==> src/common/ic_consts.svh <==
////////////////////////////////////////////////////////////
// Instruction cache geometry constants
// Four ways, 64 sets, 16-byte lines of 32-bit words
////////////////////////////////////////////////////////////
`ifndef IC_CONSTS_SVH
`define IC_CONSTS_SVH

// Associativity
`define IC_NUM_WAYS 4

// Set index width, gives 64 sets
`define IC_INDEX_BITS 6

// Instruction word width
`define IC_WORD_BITS 32

// Fetch address width, byte address
`define IC_ADDR_BITS 32

// Byte offset inside one 16-byte line
`define IC_OFFSET_BITS 4

`endif

==> src/common/ic_addr_pkg.sv <==
////////////////////////////////////////////////////////////
// Instruction cache address field types
// Splits a fetch word address into tag, index and word select
////////////////////////////////////////////////////////////
`include "ic_consts.svh"

package ic_addr_pkg;

   localparam int BYTE_BITS = 2;                       // Byte within a word, not carried
   localparam int WSEL_BITS = `IC_OFFSET_BITS - BYTE_BITS;
   localparam int TAG_BITS  = `IC_ADDR_BITS - `IC_INDEX_BITS - `IC_OFFSET_BITS;

   typedef logic [TAG_BITS-1:0]       ic_tag_t;        // Address bits 31:10
   typedef logic [`IC_INDEX_BITS-1:0] ic_index_t;      // Address bits 9:4
   typedef logic [WSEL_BITS-1:0]      ic_word_sel_t;   // Address bits 3:2

   // Word address as seen by the arrays, MSB first
   typedef struct packed {
      ic_tag_t      tag;
      ic_index_t    index;
      ic_word_sel_t word_sel;
   } ic_addr_t;

endpackage

==> src/common/ic_entry_pkg.sv <==
////////////////////////////////////////////////////////////
// Instruction cache stored entry and per-way vector types
////////////////////////////////////////////////////////////
`include "ic_consts.svh"

package ic_entry_pkg;

   // Tag entry with even parity on top
   typedef struct packed {
      logic                 parity;
      ic_addr_pkg::ic_tag_t tag;
   } ic_tag_entry_t;

   typedef logic [`IC_WORD_BITS-1:0] ic_word_t;
   typedef logic [`IC_NUM_WAYS-1:0]  ic_way_vec_t;    // One bit per way
   typedef ic_word_t [`IC_NUM_WAYS-1:0] ic_way_words_t;

   // Build a fill entry, parity makes the total bit count even
   function automatic ic_tag_entry_t make_tag_entry(ic_addr_pkg::ic_tag_t tag);
      ic_tag_entry_t entry;
      entry.parity = ^tag;
      entry.tag    = tag;
      return entry;
   endfunction

   function automatic logic tag_entry_perr(ic_tag_entry_t entry);
      return ^{entry.parity, entry.tag};               // Odd count means error
   endfunction

endpackage

==> src/common/ic_lookup_if.sv <==
////////////////////////////////////////////////////////////
// Per-way lookup results from the tag and data arrays
// Valid in the cycle after a read request
////////////////////////////////////////////////////////////
`timescale 1ns/1ps

interface ic_lookup_if (
   input logic clk
);

   import ic_entry_pkg::*;

   ic_way_vec_t   way_hit;                             // Stored tag matches request
   ic_way_vec_t   way_perr;                            // Stored tag parity bad
   ic_way_words_t way_words;                           // Word read from each way

   // Tag side
   modport tag_src (
      output way_hit,
      output way_perr
   );

   // Data side
   modport data_src (
      output way_words
   );

   // Way select reads everything, clock is for its checks
   modport sel (
      input clk,
      input way_hit,
      input way_perr,
      input way_words
   );

endinterface

==> src/design/ic_way_select.sv <==
////////////////////////////////////////////////////////////
// Way select, merges tag and data results into a response
////////////////////////////////////////////////////////////
`timescale 1ns/1ps

`include "ic_consts.svh"

module ic_way_select (
   input  ic_entry_pkg::ic_way_vec_t tag_valid,
   ic_lookup_if.sel                  lookup,
   output ic_entry_pkg::ic_way_vec_t rd_hit,
   output ic_entry_pkg::ic_word_t    rd_data,
   output logic                      tag_perr
);

   import ic_entry_pkg::*;

   ////////////////////////////////////////////////////////////
   // Hit and data
   ////////////////////////////////////////////////////////////

   assign rd_hit = lookup.way_hit & tag_valid;         // Invalid ways never hit

   // AND-OR mux, zero when nothing hits
   always_comb begin
      ic_word_t data_or;
      data_or = '0;
      for (int i = 0; i < `IC_NUM_WAYS; i++) begin
         data_or = data_or | ({`IC_WORD_BITS{rd_hit[i]}} & lookup.way_words[i]);
      end
      rd_data = data_or;
   end

   // Parity of an invalid way is stale and ignored
   assign tag_perr = |(lookup.way_perr & tag_valid);

   ////////////////////////////////////////////////////////////
   // Checks
   ////////////////////////////////////////////////////////////

   // Fill control must never leave one tag valid in two ways of a set
   a_hit_onehot : assert property (
      @(posedge lookup.clk) !$isunknown(rd_hit) |-> $onehot0(rd_hit)
   ) else $error("ic_way_select multiple way hit: %h", rd_hit);

endmodule

==> src/flat_wrapper.sv <==
// flat-port wrapper written by rule: the top's interface ports become plain ports
module ic_way_select_flat import ic_entry_pkg::*;
  (tag_valid, rd_hit, rd_data, tag_perr, clk, lookup_way_hit, lookup_way_perr, lookup_way_words);
  ic_lookup_if lookup_i (.clk(clk));
  input  ic_entry_pkg::ic_way_vec_t tag_valid;
  output ic_entry_pkg::ic_way_vec_t rd_hit;
  output ic_entry_pkg::ic_word_t rd_data;
  output logic tag_perr;
  input wire logic clk;
  input wire logic [$bits(lookup_i.way_hit)-1:0] lookup_way_hit;
  input wire logic [$bits(lookup_i.way_perr)-1:0] lookup_way_perr;
  input wire logic [$bits(lookup_i.way_words)-1:0] lookup_way_words;
  assign lookup_i.way_hit = lookup_way_hit;
  assign lookup_i.way_perr = lookup_way_perr;
  assign lookup_i.way_words = lookup_way_words;
  ic_way_select u_core (.tag_valid(tag_valid), .lookup(lookup_i), .rd_hit(rd_hit), .rd_data(rd_data), .tag_perr(tag_perr));
endmodule
==> config.mk <==
export PLATFORM = sky130hd
export DESIGN_NAME = ic_way_select_flat
export DESIGN_NICKNAME = d
export VERILOG_FILES = /design/src/common/ic_addr_pkg.sv /design/src/common/ic_entry_pkg.sv /design/src/common/ic_lookup_if.sv /design/src/design/ic_way_select.sv /design/src/flat_wrapper.sv
export VERILOG_INCLUDE_DIRS = /design/src /design/src/common
export SDC_FILE = /design/constraint.sdc
export NUM_CORES = 1
export LEC_CHECK = 0
export BUFFER_PORTS_ARGS = -buffer_cell sky130_fd_sc_hd__clkbuf_2
export CORE_AREA = 8 8 58 97
export DETAILED_ROUTE_END_ITERATION = 8
export DIE_AREA = 0 0 66 105
export PLACE_DENSITY = 0.78
export SETUP_SLACK_MARGIN = 0.05
export SLEW_MARGIN = 20
export SYNTH_ARGS = -nofsm -noshare
export SYNTH_HDL_FRONTEND = slang
export SYNTH_SLANG_ARGS = --single-unit
==> constraint.sdc <==
create_clock -name vclk -period 0.8
set_clock_uncertainty 0.1 [all_clocks]
set_input_delay 0.08 -clock vclk [all_inputs]
set_output_delay 0.08 -clock vclk [all_outputs]
set_load 0.005 [all_outputs]
; ---- Word level (Yosys, flattened, before mapping)
; Cells that the tools add are included.
[op_classes]
n_shift = 0
n_addsub = 0
multipliers = 0
bitwise_logic = 9
eq_ne = 0
n_div = 0
n_reduce_logical = 1
muxes = 0
order_cmp = 0
[ops]
columns = operator, n
row1 = AND 32 bit, 4
row2 = bitwise OR 32 bit, 3
row3 = AND 4 bit, 2
row4 = OR reduction 4 bit, 1
[totals]
mem_bits_rw = 0
romBits = 0
wordCells = 10
memories = 0
inputBits = 141
latchBits = 0
reg_bits = 0

; ---- Logic depth before layout (Yosys ltp)
[logic_depth]
depth_word = 5
mapped_depth = 4
ltp_nobuf = 2

; ---- Worst setup path after synthesis
; No wires, ideal clock.
[synth_timing]
path_type = input to output
startpoint = input lookup_way_hit[1]
endpoint = output rd_data[10]
t_required_ps = 620
stages = 4
arrival_time_ps = 490
slack_ps = 130
n_path_buf = 2
path_cell_list = buf_6 buf_6 nand3_1 nand4_1
[synth_between]
elab_chain_cells = 5
[synth_lines]
columns = item, line_no
row1 = from (decl), flat_wrapper.sv:10  ; input wire logic [$bits(lookup_i.way_hit)-1:0] lookup_way_hit;
row2 = AND 4 bit, ic_way_select.sv:22  ; assign rd_hit = lookup.way_hit & tag_valid;
row3 = AND 32 bit, ic_way_select.sv:29  ; data_or = data_or | ({`IC_WORD_BITS{rd_hit[i]}} & lookup.way_words[i]);
row4 = bitwise OR 32 bit (3 in a row), ic_way_select.sv:29
row5 = to (decl), flat_wrapper.sv:7  ; output ic_entry_pkg::ic_word_t rd_data;
; Every way passes these cells.

; ---- Final worst setup path
[layout_timing]
startpoint = input lookup_way_hit[2]
endpoint = output rd_data[8]
[layout_between]
elab_chain_cells = 4
[layout_lines]
columns = item, line_no
row1 = AND 4 bit, ic_way_select.sv:22
row2 = AND 32 bit, ic_way_select.sv:29
row3 = bitwise OR 32 bit (2 in a row), ic_way_select.sv:29
; Every way passes these cells.

==> out/metrics.csv <==
metric,value,unit
clock network fraction of design power,0,
top cell type by total area after synthesis,nand3_1,
P per Cell Area,570,nW/um^2
Max VDD drop,0.429,mV
beginning of the worst hold path,lookup_way_perr[3],
largest family of logic cells by synthesized area,simple AND/OR/NAND/NOR gates,
Crit path arrival time,0.75,ns
vias in the first global route,2687,
Hold EP,tag_perr,
share of layout cells above drive strength 1,0.795,
CP cell instances,clkbuf_16 -> clkbuf_16 -> nand3_2 -> nand4_1 -> buf_2,
Crit Path Category,in2out,
Net Sw Frac,0.431,
initial core utilization,0.288,
dpl cells,412,
final WL,10.5,mm
Final setup viols,36,
Final min period,0.930,ns
Die Y-Extent,105,um
Nets,533,
"Seq/Total Area, Yosys",0,
top cell family by delay on the critical path,buffers and inverters,
Net Sw Power,0.854,mW
fmax,1.08,GHz
top-area cell type share of the netlist area,0.515,
Ys Warns,0,
io pins,178,
# DRC,0,
hold depth,4,
adder-cell share of the synthesized area,0,
final std cells w/o fill,441,
WL/cell,23.7,um
Synth Instances,199,
startpoint types,input pin,
first-pass GRT wire length,13.7,mm
worst path bufs/invs,3,
Seq pwr share,0,
RSZ-0062 raised after global routing,yes,
DR vias/cell,6.08,
die width,66,um
WP data required,0.62,ns
row count,32,
most frequent cells in the layout,"clkbuf_2, nand3_2, nand3_1, nand4_1, buf_2",
Buffers on Ports,177,
final setup margin,-0.130,ns
relative slew slack,0.893,
number of sequential cells,0,
mux contribution to synthesized area,0,
synth top area cells,"nand3_1, buf_6, nand4_1, and2_1, a22oi_1",
critical-path maximum fanout,7,
Layout clock buffers,0,
CP max-delay cell,clkbuf_16,
Gate power share,1.000,
actual slew at the worst max-slew pin,0.160,ns
Util after Layout,0.802,
ANT cells,0,
Post-Synth XOR/XNOR Area,0,
Simple-Gate Fraction of Synth Area,0.698,
worst hold path class,in2out,
Compound-Gate Fraction of Synth Area,0.0121,
routability cong.,0.855,
max incr delay on CP,0.17,ns
CORE AREA,4320,sq um
total gr overflow,0,
DIE AREA,6930,sq um
"antenna viol nets, final",0,
Static Leakage,1.67,nW
FF+latch area,0,sq um
Iter 0 DRT Violations,259,
max-slew violations,0,
"commonest non-fill, non-tap cell in the layout",clkbuf_2,
largest net degree at the start of global routing,18,
mean area per synthesized cell,6.26,sq um
vias post-DR,2683,
syn nets,340,
final hold vios,0,
cell area after synthesis,1240,sq um
cts hold-fix bufs,0,
initial antenna violation count,0,
First-pass DRT Iterations,5,
Unique masters post-synth,6,
hpwl dp,5.94,mm
failing checks,negative setup slack,
max-cap violation count,0,
fin crit share,1.16,
Int Pwr,1.13,mW
Area Growth Syn to Fin,179,%
Critical Path Most Common Cell,clkbuf_16,
placed cell areas,2120,sq um
post-route cell area,3470,sq um
GR Util All Layers,0.242,
status,finished with violations,
CP Capture Type,primary output,
## layer usage
layer | track usage | up-vias | wire length, um
li1 | - | 1158 | -
met5 | 0 | - | 0
met3 | 0.0513 | 63 | 886
met1 | 0.233 | 1246 | 3140
met2 | 0.469 | 216 | 5860
met4 | 0.0860 | 0 | 586
## area by class of cell
| type | instances | area [sq um] |
|---|---|---|
| Timing Repair Buffer | 223 | 2080 |
| Multi-Input combinational cell | 167 | 1330 |
| Tap cell | 51 | 63.8 |
| Fill cell | 280 | 855 |
## synthesized netlist by cell type (all sizes together)
cell / n
nand2: 1
nand3: 128
buf: 32
a22oi: 2
nand4: 32
and2: 4
## worst max-delay path by stage
stage	startpoint	endpoint	slack, ns	cells after the start
6_report	lookup_way_hit[2]	rd_data[8]	-0.13	5
4_1_cts	tag_valid[0]	tag_perr	-0.07	5
3_3_place_gp	tag_valid[2]	rd_data[28]	-0.12	5
3_5_place_dp	tag_valid[2]	rd_data[3]	-0.12	5
2_1_floorplan	lookup_way_hit[1]	rd_data[10]	0.13	4
5_1_grt	lookup_way_hit[2]	rd_data[18]	-0.16	5
## power by group through the flow
stage,Clock (mW),Sequential [mW],Combinational (mW)
final,0,0,1.98
after floorplan,0,0,0.579
after global placement,0,0,1.17
after CTS,0,0,1.66
after global routing,0,0,2.07
after detailed placement,0,0,1.19
## logic make-up (layout without fill, tap and decap cells)
kind of cell | count (synthesis) | in the layout
compound gates | 2 | 2
simple gates | 165 | 165
buf+inv | 32 | 223
## timing repair
action                                 CTS  global route
pin swaps                               11            27
resized for setup                       80            82
setup endpoints to repair               37            37
gates cloned                            17             9
buffers inserted                         0             3
endpoints found under the hold margin    0             0
## per-stage QoR
stage	TNS (ns)	hold WS [ns]	setup WS [ns]	total power, mW
4_1_cts	-1.52	0.357	-0.0701	1.66
3_3_place_gp	-3.16	0.345	-0.117	1.17
2_1_floorplan	0	0.165	0.130	0.579
3_5_place_dp	-3.48	0.359	-0.120	1.19
5_1_grt	-3.20	0.367	-0.161	2.07
6_report	-2.28	0.352	-0.130	1.98
No activity file was read; power rests on OpenSTA's default activity.
